**src/source/str_link_pkg.sv**
```systemverilog
/*
 * shared types for the string link
 * payload bytes must never equal FRAME_MARK, no escaping is done
 * byte 0 of a buffer is the first byte on the line
 */
package str_link_pkg;

	// payload capacity in bytes
	localparam int STR_MAX_BYTES = 16;

	// "&", sent twice before and twice after the payload
	localparam logic [7:0] FRAME_MARK = 8'h26;

	typedef logic [STR_MAX_BYTES-1:0][7:0] str_buf_t;

	// 0 to 16
	typedef logic [4:0] str_len_t;

	typedef struct packed {
		str_buf_t data;
		str_len_t len;
	} tx_job_t;

	typedef struct packed {
		str_buf_t data;
		str_len_t len;
		logic overflow;
	} rx_frame_t;

	typedef struct packed {
		logic psel;
		logic penable;
		logic pwrite;
		logic [7:0] paddr;
		logic [31:0] pwdata;
	} apb_req_t;

	typedef struct packed {
		logic [31:0] prdata;
		logic pready;
		logic pslverr;
	} apb_rsp_t;

endpackage

```
**src/source/apb_string_regs.sv**
```systemverilog
`timescale 1ns/1ps
/*
 * APB slave, zero wait states, word aligned accesses only
 * unmapped addresses give pslverr, writes there are ignored
 * a start needs an idle sender and a length of 1 to 16
 * a frame arriving while rx_ready is set is dropped, rx_dropped flags it
 */
module apb_string_regs import str_link_pkg::*; (
	input logic sys_clk,
	input logic sys_rst_n,
	input apb_req_t apb,
	output apb_rsp_t apb_rsp,
	output tx_job_t tx_job,
	output logic tx_start,
	input logic tx_busy,
	input rx_frame_t rx_frame,
	input logic frame_vld
);

	localparam logic [7:0] ADDR_CTRL = 8'h00;
	localparam logic [7:0] ADDR_STATUS = 8'h04;
	localparam logic [7:0] ADDR_RX_ACK = 8'h08;

	logic access;
	logic wr_en;
	logic rd_en;
	logic hit_ctrl;
	logic hit_status;
	logic hit_ack;
	logic hit_tx;
	logic hit_rx;
	logic [3:0] word_base;
	logic start_ok;
	logic ack_wr;
	logic rx_take;
	logic [31:0] status_word;
	str_buf_t tx_buf;
	str_len_t tx_len;
	rx_frame_t rx_buf;
	logic rx_ready;
	logic rx_dropped;

	assign access = apb.psel & apb.penable;
	assign wr_en = access & apb.pwrite;
	assign rd_en = access & ~apb.pwrite;

	assign hit_ctrl = (apb.paddr == ADDR_CTRL);
	assign hit_status = (apb.paddr == ADDR_STATUS);
	assign hit_ack = (apb.paddr == ADDR_RX_ACK);
	// 0x10..0x1c and 0x20..0x2c
	assign hit_tx = (apb.paddr[7:4] == 4'h1) & (apb.paddr[1:0] == 2'b00);
	assign hit_rx = (apb.paddr[7:4] == 4'h2) & (apb.paddr[1:0] == 2'b00);

	// first byte of the addressed word
	assign word_base = {apb.paddr[3:2], 2'b00};

	assign start_ok = wr_en & hit_ctrl & apb.pwdata[8] & ~tx_busy & ~tx_start
		& (apb.pwdata[4:0] != 5'd0) & (apb.pwdata[4:0] <= str_len_t'(STR_MAX_BYTES));
	assign ack_wr = wr_en & hit_ack;
	// an ack in the same cycle frees the slot
	assign rx_take = frame_vld & (~rx_ready | ack_wr);

	assign tx_job.data = tx_buf;
	assign tx_job.len = tx_len;

	assign status_word = {19'd0, rx_buf.len, 4'd0,
		rx_dropped, rx_buf.overflow, rx_ready, tx_busy};

	always_comb begin
		apb_rsp.prdata = '0;
		apb_rsp.pready = 1'b1;
		apb_rsp.pslverr = access & ~(hit_ctrl | hit_status | hit_ack | hit_tx | hit_rx);
		if (rd_en) begin
			if (hit_status)
				apb_rsp.prdata = status_word;
			else if (hit_tx)
				apb_rsp.prdata = tx_buf[word_base +: 4];
			else if (hit_rx)
				apb_rsp.prdata = rx_buf.data[word_base +: 4];
		end
	end

	always_ff @(posedge sys_clk or negedge sys_rst_n) begin
		if (!sys_rst_n) begin
			tx_buf <= '0;
			tx_len <= '0;
			tx_start <= 1'b0;
			rx_buf <= '0;
			rx_ready <= 1'b0;
			rx_dropped <= 1'b0;
		end else begin
			tx_start <= start_ok;
			if (start_ok)
				tx_len <= apb.pwdata[4:0];
			if (wr_en && hit_tx)
				tx_buf[word_base +: 4] <= apb.pwdata;
			if (ack_wr) begin
				rx_ready <= 1'b0;
				rx_dropped <= 1'b0;
			end
			if (rx_take) begin
				rx_buf <= rx_frame;
				rx_ready <= 1'b1;
			end else if (frame_vld) begin
				rx_dropped <= 1'b1;
			end
		end
	end

endmodule

```
**src/source/frame_receiver.sv**
```systemverilog
`timescale 1ns/1ps
/*
 * finds "&&" payload "&&" in the byte stream
 * keeps the first 16 payload bytes, longer frames set overflow
 * a lone marker inside a payload drops the frame
 * rx_frame is rebuilt in place, valid when frame_vld pulses
 */
module frame_receiver import str_link_pkg::*; (
	input logic sys_clk,
	input logic sys_rst_n,
	input logic [7:0] rx_byte,
	input logic rx_vld,
	output rx_frame_t rx_frame,
	output logic frame_vld
);

	localparam logic [1:0] R_HUNT = 2'd0;
	localparam logic [1:0] R_OPEN = 2'd1;
	localparam logic [1:0] R_PAYLOAD = 2'd2;
	localparam logic [1:0] R_CLOSE = 2'd3;

	logic [1:0] state;
	logic is_mark;
	logic buf_full;

	assign is_mark = (rx_byte == FRAME_MARK);
	assign buf_full = (rx_frame.len == str_len_t'(STR_MAX_BYTES));

	always_ff @(posedge sys_clk or negedge sys_rst_n) begin
		if (!sys_rst_n) begin
			state <= R_HUNT;
			rx_frame <= '0;
			frame_vld <= 1'b0;
		end else begin
			frame_vld <= 1'b0;
			if (rx_vld) begin
				case (state)
					R_HUNT: if (is_mark)
						state <= R_OPEN;
					R_OPEN: begin
						if (is_mark) begin
							// fresh frame, stale bytes cleared
							rx_frame <= '0;
							state <= R_PAYLOAD;
						end else begin
							state <= R_HUNT;
						end
					end
					R_PAYLOAD: begin
						if (is_mark) begin
							state <= R_CLOSE;
						end else if (buf_full) begin
							// counted, not stored
							rx_frame.overflow <= 1'b1;
						end else begin
							rx_frame.data[rx_frame.len[3:0]] <= rx_byte;
							rx_frame.len <= rx_frame.len + 5'd1;
						end
					end
					R_CLOSE: begin
						// second marker ends it, anything else is a broken frame
						state <= R_HUNT;
						if (is_mark)
							frame_vld <= 1'b1;
					end
					default: state <= R_HUNT;
				endcase
			end
		end
	end

endmodule

```
**src/source/frame_sender.sv**
```systemverilog
`timescale 1ns/1ps
/*
 * sends "&&", job.len payload bytes, "&&" through the byte transmitter
 * expects 1 <= len <= 16, the start check lives in the register block
 * job is latched at tx_start, so buffer writes during a frame are harmless
 */
module frame_sender import str_link_pkg::*; (
	input logic sys_clk,
	input logic sys_rst_n,
	input tx_job_t tx_job,
	input logic tx_start,
	output logic tx_busy,
	output logic [7:0] byte_data,
	output logic byte_req,
	input logic byte_done
);

	// one-hot, each state waits for its own byte to finish
	localparam logic [5:0] S_IDLE = 6'b000001;
	localparam logic [5:0] S_MARK1 = 6'b000010;
	localparam logic [5:0] S_MARK2 = 6'b000100;
	localparam logic [5:0] S_PAYLOAD = 6'b001000;
	localparam logic [5:0] S_MARK3 = 6'b010000;
	localparam logic [5:0] S_MARK4 = 6'b100000;

	logic [5:0] state;
	tx_job_t job_q;
	str_len_t byte_idx;

	assign tx_busy = (state != S_IDLE);

	always_ff @(posedge sys_clk or negedge sys_rst_n) begin
		if (!sys_rst_n) begin
			state <= S_IDLE;
			job_q <= '0;
			byte_idx <= '0;
			byte_data <= '0;
			byte_req <= 1'b0;
		end else begin
			byte_req <= 1'b0;
			case (state)
				S_IDLE: if (tx_start) begin
					job_q <= tx_job;
					byte_data <= FRAME_MARK;
					byte_req <= 1'b1;
					state <= S_MARK1;
				end
				S_MARK1: if (byte_done) begin
					byte_data <= FRAME_MARK;
					byte_req <= 1'b1;
					state <= S_MARK2;
				end
				S_MARK2: if (byte_done) begin
					byte_data <= job_q.data[0];
					byte_idx <= 5'd1;
					byte_req <= 1'b1;
					state <= S_PAYLOAD;
				end
				S_PAYLOAD: if (byte_done) begin
					byte_req <= 1'b1;
					// byte_idx counts bytes already handed out
					if (byte_idx == job_q.len) begin
						byte_data <= FRAME_MARK;
						state <= S_MARK3;
					end else begin
						byte_data <= job_q.data[byte_idx[3:0]];
						byte_idx <= byte_idx + 5'd1;
					end
				end
				S_MARK3: if (byte_done) begin
					byte_data <= FRAME_MARK;
					byte_req <= 1'b1;
					state <= S_MARK4;
				end
				S_MARK4: if (byte_done)
					state <= S_IDLE;
				default: state <= S_IDLE;
			endcase
		end
	end

endmodule

```
**src/source/string_link_top.sv**
```systemverilog
`timescale 1ns/1ps
/*
 * string link over a UART, host access through APB
 * CLKS_PER_BIT sets the bit period for both directions
 */
module string_link_top import str_link_pkg::*; #(
	parameter int CLKS_PER_BIT = 8
) (
	input logic sys_clk,
	input logic sys_rst_n,
	input apb_req_t apb,
	output apb_rsp_t apb_rsp,
	input logic uart_rx_port,
	output logic uart_tx_port
);

	// transmit path
	tx_job_t tx_job;
	logic tx_start;
	logic tx_busy;
	logic [7:0] byte_data;
	logic byte_req;
	logic byte_done;

	// receive path
	logic [7:0] rx_byte;
	logic rx_vld;
	rx_frame_t rx_frame;
	logic frame_vld;

	apb_string_regs u_regs (
		.sys_clk(sys_clk),
		.sys_rst_n(sys_rst_n),
		.apb(apb),
		.apb_rsp(apb_rsp),
		.tx_job(tx_job),
		.tx_start(tx_start),
		.tx_busy(tx_busy),
		.rx_frame(rx_frame),
		.frame_vld(frame_vld)
	);

	frame_sender u_sender (
		.sys_clk(sys_clk),
		.sys_rst_n(sys_rst_n),
		.tx_job(tx_job),
		.tx_start(tx_start),
		.tx_busy(tx_busy),
		.byte_data(byte_data),
		.byte_req(byte_req),
		.byte_done(byte_done)
	);

	uart_byte_tx #(
		.CLKS_PER_BIT(CLKS_PER_BIT)
	) u_byte_tx (
		.sys_clk(sys_clk),
		.sys_rst_n(sys_rst_n),
		.byte_data(byte_data),
		.byte_req(byte_req),
		.byte_done(byte_done),
		.uart_tx_port(uart_tx_port)
	);

	uart_byte_rx #(
		.CLKS_PER_BIT(CLKS_PER_BIT)
	) u_byte_rx (
		.sys_clk(sys_clk),
		.sys_rst_n(sys_rst_n),
		.uart_rx_port(uart_rx_port),
		.rx_byte(rx_byte),
		.rx_vld(rx_vld)
	);

	frame_receiver u_receiver (
		.sys_clk(sys_clk),
		.sys_rst_n(sys_rst_n),
		.rx_byte(rx_byte),
		.rx_vld(rx_vld),
		.rx_frame(rx_frame),
		.frame_vld(frame_vld)
	);

endmodule

```
**src/source/uart_byte_rx.sv**
```systemverilog
`timescale 1ns/1ps
/*
 * 8N1 byte receiver with a two-flop input synchronizer
 * rx_vld pulses at mid stop bit, bytes with a low stop bit are dropped
 * no back-pressure, the consumer has to take every byte
 */
module uart_byte_rx #(
	parameter int CLKS_PER_BIT = 8
) (
	input logic sys_clk,
	input logic sys_rst_n,
	input logic uart_rx_port,
	output logic [7:0] rx_byte,
	output logic rx_vld
);

	localparam int CNT_W = $clog2(CLKS_PER_BIT);
	localparam logic [1:0] ST_IDLE = 2'd0;
	localparam logic [1:0] ST_START = 2'd1;
	localparam logic [1:0] ST_DATA = 2'd2;

	logic rx_meta;
	logic rx_sync;
	logic rx_last;
	logic [1:0] state;
	logic [CNT_W-1:0] baud_cnt;
	logic [3:0] bit_cnt;
	logic [7:0] rx_shift;

	// line idles high
	always_ff @(posedge sys_clk or negedge sys_rst_n) begin
		if (!sys_rst_n) begin
			rx_meta <= 1'b1;
			rx_sync <= 1'b1;
			rx_last <= 1'b1;
		end else begin
			rx_meta <= uart_rx_port;
			rx_sync <= rx_meta;
			rx_last <= rx_sync;
		end
	end

	always_ff @(posedge sys_clk or negedge sys_rst_n) begin
		if (!sys_rst_n) begin
			state <= ST_IDLE;
			baud_cnt <= '0;
			bit_cnt <= '0;
			rx_shift <= '0;
			rx_byte <= '0;
			rx_vld <= 1'b0;
		end else begin
			rx_vld <= 1'b0;
			case (state)
				ST_IDLE: begin
					baud_cnt <= '0;
					bit_cnt <= '0;
					// falling edge opens a start bit
					if (rx_last && !rx_sync)
						state <= ST_START;
				end
				ST_START: begin
					if (baud_cnt == CNT_W'(CLKS_PER_BIT / 2 - 1)) begin
						baud_cnt <= '0;
						// glitch if the line is already high again
						state <= rx_sync ? ST_IDLE : ST_DATA;
					end else begin
						baud_cnt <= baud_cnt + 1'b1;
					end
				end
				ST_DATA: begin
					if (baud_cnt == CNT_W'(CLKS_PER_BIT - 1)) begin
						baud_cnt <= '0;
						if (bit_cnt == 4'd8) begin
							state <= ST_IDLE;
							if (rx_sync) begin
								rx_byte <= rx_shift;
								rx_vld <= 1'b1;
							end
						end else begin
							// lsb first
							rx_shift <= {rx_sync, rx_shift[7:1]};
							bit_cnt <= bit_cnt + 4'd1;
						end
					end else begin
						baud_cnt <= baud_cnt + 1'b1;
					end
				end
				default: state <= ST_IDLE;
			endcase
		end
	end

endmodule

```
**src/source/uart_byte_tx.sv**
```systemverilog
`timescale 1ns/1ps
/*
 * 8N1 byte transmitter, CLKS_PER_BIT must be 2 or more
 * byte_done comes exactly 10 bit periods after byte_req
 * a request while busy is ignored
 */
module uart_byte_tx #(
	parameter int CLKS_PER_BIT = 8
) (
	input logic sys_clk,
	input logic sys_rst_n,
	input logic [7:0] byte_data,
	input logic byte_req,
	output logic byte_done,
	output logic uart_tx_port
);

	localparam int CNT_W = $clog2(CLKS_PER_BIT);

	logic busy;
	logic [CNT_W-1:0] baud_cnt;
	logic [3:0] bit_cnt;
	logic [8:0] tx_shift;
	logic bit_end;

	assign bit_end = (baud_cnt == CNT_W'(CLKS_PER_BIT - 1));

	// last cycle of the stop bit
	assign byte_done = busy & bit_end & (bit_cnt == 4'd9);

	always_ff @(posedge sys_clk or negedge sys_rst_n) begin
		if (!sys_rst_n) begin
			busy <= 1'b0;
			baud_cnt <= '0;
			bit_cnt <= '0;
			tx_shift <= '0;
			uart_tx_port <= 1'b1;
		end else if (!busy) begin
			baud_cnt <= '0;
			if (byte_req) begin
				busy <= 1'b1;
				bit_cnt <= '0;
				// stop bit rides above the data
				tx_shift <= {1'b1, byte_data};
				uart_tx_port <= 1'b0;
			end
		end else if (bit_end) begin
			baud_cnt <= '0;
			if (bit_cnt == 4'd9) begin
				busy <= 1'b0;
				uart_tx_port <= 1'b1;
			end else begin
				uart_tx_port <= tx_shift[0];
				tx_shift <= {1'b1, tx_shift[8:1]};
				bit_cnt <= bit_cnt + 4'd1;
			end
		end else begin
			baud_cnt <= baud_cnt + 1'b1;
		end
	end

endmodule

```
**config.mk**
```make
export PLATFORM = sky130hd
export DESIGN_NAME = string_link_top
export DESIGN_NICKNAME = d
export VERILOG_FILES = /design/src/source/str_link_pkg.sv /design/src/source/apb_string_regs.sv /design/src/source/frame_receiver.sv /design/src/source/frame_sender.sv /design/src/source/string_link_top.sv /design/src/source/uart_byte_rx.sv /design/src/source/uart_byte_tx.sv
export SDC_FILE = /design/constraint.sdc
export NUM_CORES = 1
export LEC_CHECK = 0
export ABC_AREA = 1
export BUFFER_PORTS_ARGS = -buffer_cell sky130_fd_sc_hd__buf_2
export CAP_MARGIN = 20
export CORE_MARGIN = 5
export CORE_UTILIZATION = 60
export DETAILED_ROUTE_END_ITERATION = 8
export PLACE_DENSITY = 0.81
export SYNTH_ARGS = -nofsm -noshare
export SYNTH_HDL_FRONTEND = slang
export SYNTH_SLANG_ARGS = --single-unit
export TNS_END_PERCENT = 100
```
**constraint.sdc**
```tcl
create_clock -name sys_clk -period 2.8 [get_ports sys_clk]
set_clock_uncertainty 0.15 [all_clocks]
set_input_delay 0.28 -clock sys_clk [delete_from_list [all_inputs] [get_ports sys_clk]]
set_output_delay 0.28 -clock sys_clk [all_outputs]
set_load 0.05 [all_outputs]
```
* Yosys cells after proc, flatten, opt, wreduce, memory -nomap -nowiden
Index checks and enable logic that the tools add are counted.
Cells by class: mux-type cells 82, $lt $le $gt $ge 4, equality and inequality tests 46, $add $sub $neg 7, shift-type cells 25, reduce and logical (&&, ||, !) cells 31, bitwise logic cells 27
Operators with widths (number):
- 2-to-1 mux 134 bit | 2
- case mux 134 bit (2 select lines) | 1
- bitwise mux 128 bit | 2
- variable part select 16 x 5 -> 4 bit | 16
- 2-to-1 mux 133 bit | 1
- 2-to-1 mux 32 bit | 4
- variable part select 4 x 6 -> 16 bit | 8
- 2-to-1 mux 8 bit | 7
- 2-to-1 mux 6 bit | 7
- 2-to-1 mux 9 bit | 4
- case mux 6 bit (6 select lines) | 1
- binary-select mux 8 bit (select 4 bit) | 1
- demux 8 bit (select 4 bit) | 1
- case mux 8 bit (4 select lines) | 1
- 2-to-1 mux 4 bit | 6
- != test 2 bit (second input constant) | 12
- 2-to-1 mux 1 bit | 23
- != test 2 x 1 -> 1 bit (second input constant) | 10
- bitwise AND 1 bit | 16
- 2-to-1 mux 2 bit | 8
- variable shift 4 x 6 -> 16 bit (first input constant) | 1
- 2-to-1 mux 5 bit | 3
- AND reduction 5 bit | 3
- 2-to-1 mux 3 bit | 4
- 48 further kinds | 80
Word-level totals: input bits 46, register bits after elaboration 607, word-level logic and storage cells 315, output and inout bits 35

* Longest topological paths before layout
word-level depth 8, gate-level depth with buffers 12, gate-level depth less buffers 11

* Cells and area by module
Synthesis repeated with hierarchy kept, for this count alone.
Second synthesis, totals: cell total of the unflattened synthesis 3906, area, all modules 30098.9 um^2
Modules (own cells, without submodules):
- apb_string_regs | cells an instance 1948, sequential area each 6756.5 um^2, area an instance 14249.9 um^2, times used 1
- frame_sender | cells an instance 1011, sequential area each 3829.9 um^2, area an instance 7389.6 um^2, times used 1
- frame_receiver | cells an instance 705, sequential area each 3428.3 um^2, area an instance 6118.4 um^2, times used 1
- uart_byte_rx | cells an instance 141, sequential area each 729.4 um^2, area an instance 1366.3 um^2, times used 1
- uart_byte_tx | cells an instance 101, sequential area each 451.7 um^2, area an instance 974.7 um^2, times used 1

* Worst setup path after synthesis
OpenSTA, ideal clock, no wires.
path type input to output, start in apb[35] in the netlist's numbering, end out apb_rsp[0] in the netlist's numbering, stages on the path 11, setup slack -0.392 ns, required time 2.370 ns, arrival 2.762 ns, buffers on the path 4, cell sequence clkbuf_1 > inv_1 > buf_2 > buf_2 > ha_1 > nand2_1 > nor2_1 > inv_2 > buf_1 > nand4_1 > nor3_1
RTL lines:
- start, declared | RTL line string_link_top.sv:11 | input apb_req_t apb,
- end, declared | RTL line string_link_top.sv:12 | output apb_rsp_t apb_rsp,

==> flow_metrics.tcl <==
set metrics [dict create \
    grt_max_degree 92 \
    syn_area_per_cell_sq_um 8.05 \
    syn_inst 3577 \
    drc 0 \
    synth.distinct_cells 39 \
    detail-route-antenna-nets 0 \
    ys.flop_type "dfrtp_1" \
    swShare_pct 23.4 \
    rows 80 \
    drive_gt1_share_pct 10.1 \
    p_clk_share_pct 45.6 \
    synth_seq_area_share_pct 52.8 \
    grt_pass1_vias 25500 \
    yosys.area.top_type_share_pct 52.3 \
    insertion_delay_ns 0.64 \
    synth-seq-cells 607 \
    switchingPower_mw 4.30 \
    p_int_mw 14.1 \
    start_util_pct 60.5 \
    finalMaxSlewViolations 0 \
    placed_area_sq_mm 0.0304 \
    portBuffers 79 \
    rsz0062_at_grt "no" \
    post-dp-hpwl_mm 58.5 \
    vias_per_cell 6.18 \
    crit_type "register to primary output" \
    drv_cap 0 \
    yosys-top-cells-area "dfrtp_1 (52%), nand2_1 (15%), nand3_1 (7.0%), o21ai_0 (6.8%), nand4_1 (3.0%)" \
    max_freq_ghz 0.359 \
    synth.area.mux_share_pct 0 \
    post-route-min-period_ns 2.79 \
    synth_fp_nets 3647 \
    yosys_warnings 0 \
    wl_per_cell_um 20.8 \
    worstPathMaxFanout 3 \
    peakVddDrop_mv 0.727 \
    die-area_sq_mm 0.0525 \
    dieWidth_um 229 \
    maxSlewHeadroom_pct 43.1 \
    drt_iter0_markers 3637 \
    nets 3718 \
    vias 26600 \
    cts_buffers 61 \
    clk_path_buf_depth 3 \
    arrival_ns 2.36 \
    finalCritPeriodShare_pct 99.5 \
    synth_top_cell_by_area "dfrtp_1" \
    r2r_slack_ns 0.14 \
    critPathRequiredTime_ns 2.37 \
    ys_top_cells_by_count "nand2_1 (1134), dfrtp_1 (602), nand3_1 (400)" \
    holdWs_ns 0.0161 \
    finalInstanceArea_sq_mm 0.0328 \
    synth_compound_area_share_pct 10.1 \
    dp.cells 4165 \
    yosysMostFrequentCell "nand2_1" \
    cts_sinks 607 \
    synthAdderAreaFrac_pct 1.04 \
    grt_antenna_before_repair 1 \
    gp_congestion 0.991 \
    finalSetupTns_ns 0 \
    clkSlewWorstSetupHoldPaths_ns 0.06 \
    routed_wl_mm 89.7 \
    cts_tree "yes" \
    cts_root_buf "clkbuf_16" \
    netlist_area_sq_mm 0.0288 \
    r2r_cells 9 \
    hold_class "primary input to asynchronous set/reset pin" \
    pwr_density_cell_mw_per_mm2 559 \
    grt.total_usage_pct 33.5 \
    worstReg2RegEnd "u_receiver.rx_frame[7]" \
    n_antenna_cell 0 \
    rr_startpoint "u_receiver.rx_frame[1]" \
    synthSimpleGateAreaFrac_pct 28.9 \
    cts_setup_buffers 0 \
    ios 81 \
    fin_cells 4311 \
    final_hold_viol_count 0 \
    utilization_pct 68.9 \
    seqPwrFrac_pct 48.4 \
    synth-edff-count 0 \
    synth-xor-area-share_pct 0.365 \
    gr-total-overflow 0 \
    end_kind "primary output" \
    cp-start-kind "register" \
    grt_pass1_wl_mm 142 \
    tightestPinTransition_ns 0.851 \
    htreeDepth 2 \
    combPwrFrac_pct 6.0 \
    firstDrtPassIters 8 \
    synth_top_family_by_area "simple AND/OR/NAND/NOR gates" \
    synthArstFlopShare_pct 100 \
    cellLeakagePower_nw 16.5 \
    area_delta_synth_final_pct 14.0 \
    fp.coreArea_sq_mm 0.0476 \
    dieHeight_um 229 \
    status "finished clean" \
    setup_violations 0 \
]
[cell usage in the layout (no fill, tap or decap), types with 16 or more instances in the layout]
master,Yosys,layout
clkbuf_16,0,63
nand3_1,400,400
a21oi_1,78,78
buf_4,22,108
nand2_1,1134,1130
nor3_1,42,35
buf_2,99,71
o21ai_0,391,390
inv_1,207,205
o21ai_1,17,17
nand4_1,138,138
dlygate4sd3_1,0,35
clkbuf_1,108,16
o22ai_1,28,28
buf_12,0,37
dfrtp_1,602,600
ha_1,24,24
nor2_1,180,178
[sequential cells by signal (all words and copies together) (netlist names), 4 cells and up, named ones only]
name                 count
u_sender.job_q         133
u_byte_rx.bit_cnt        4
u_sender.byte_data       8
u_sender.byte_idx        5
u_byte_rx.rx_shift       8
u_sender.state           6
u_byte_tx.tx_shift       9
u_byte_tx.bit_cnt        4
u_regs.tx_len            5
u_regs.tx_job          128
u_byte_rx.rx_byte        8
u_receiver.rx_frame    134
u_regs.rx_buf          134
[cell type report]
class,instances,area (sq um)
Sequential cell,607,15200
Inverter,217,820
Fill cell,3647,14800
Multi-Input combinational cell,2508,11700
Clock inverter,20,233
Tap cell,615,769
Timing Repair Buffer,253,2280
Clock buffer,91,1800
[how the worst max path moves through the flow]
stage                       from  depth (start not counted)           to
2_1_floorplan            apb[35]                         11  apb_rsp[16]
4_1_cts        u_regs.tx_job[89]                          6  apb_rsp[22]
6_report       u_regs.tx_job[89]                          6  apb_rsp[22]
5_1_grt        u_regs.tx_job[89]                          6  apb_rsp[22]
3_5_place_dp             apb[34]                          9  apb_rsp[32]
3_3_place_gp             apb[34]                          9  apb_rsp[22]
[kinds of logic (layout without fill, tap and decap cells)]
group / count (synthesis) / count (layout)
and+or+nand+nor: 1921 / 1921
DFF: 607 / 607
xor gates and xnor gates: 12 / 12
AOI/OAI and AO/OA: 550 / 550
buffers and inverters: 462 / 581
other: 1 / 1
adders and majority gates: 24 / 24
[critical path, stage by stage (launching register included)]
cell and delay [ns]:
dfrtp_1 0.46, o21ai_0 0.10, o21ai_0 0.35, o21ai_0 0.24
buf_4 0.19, nor2_1 0.09, buf_2 0.27
[repair_timing]
action                                 CTS  global route
endpoints found under the hold margin  699             0
resized for setup                        5             7
hold buffers                            35             0
setup endpoints to repair                5             3
[layer usage]
metal | GRT usage [%] | routed length [um]
met5 | 0 | 0
met1 | 44.6 | 33300
met2 | 50.9 | 40100
met3 | 7.83 | 10400
met4 | 19.3 | 5940
[power groups by stage]
stage               logic (mW)  clock network [mW]  registers [mW]
floorplan                0.476                   0            9.04
global placement          1.01                   0            9.05
detailed placement        1.02                   0            9.05
CTS                       1.07                8.39            8.89
global route              1.19                8.79            8.89
finish                    1.10                8.37            8.89
[metrics by stage]
step           power, mW  setup WS, ns
4_1_cts             18.4        0.0219
5_1_grt             18.9       0.00443
3_5_place_dp        10.1        0.0364
6_report            18.4        0.0136
3_3_place_gp        10.1       -0.0180
2_1_floorplan       9.52        -0.360
Note: power is estimated with default switching activity, not from simulation.
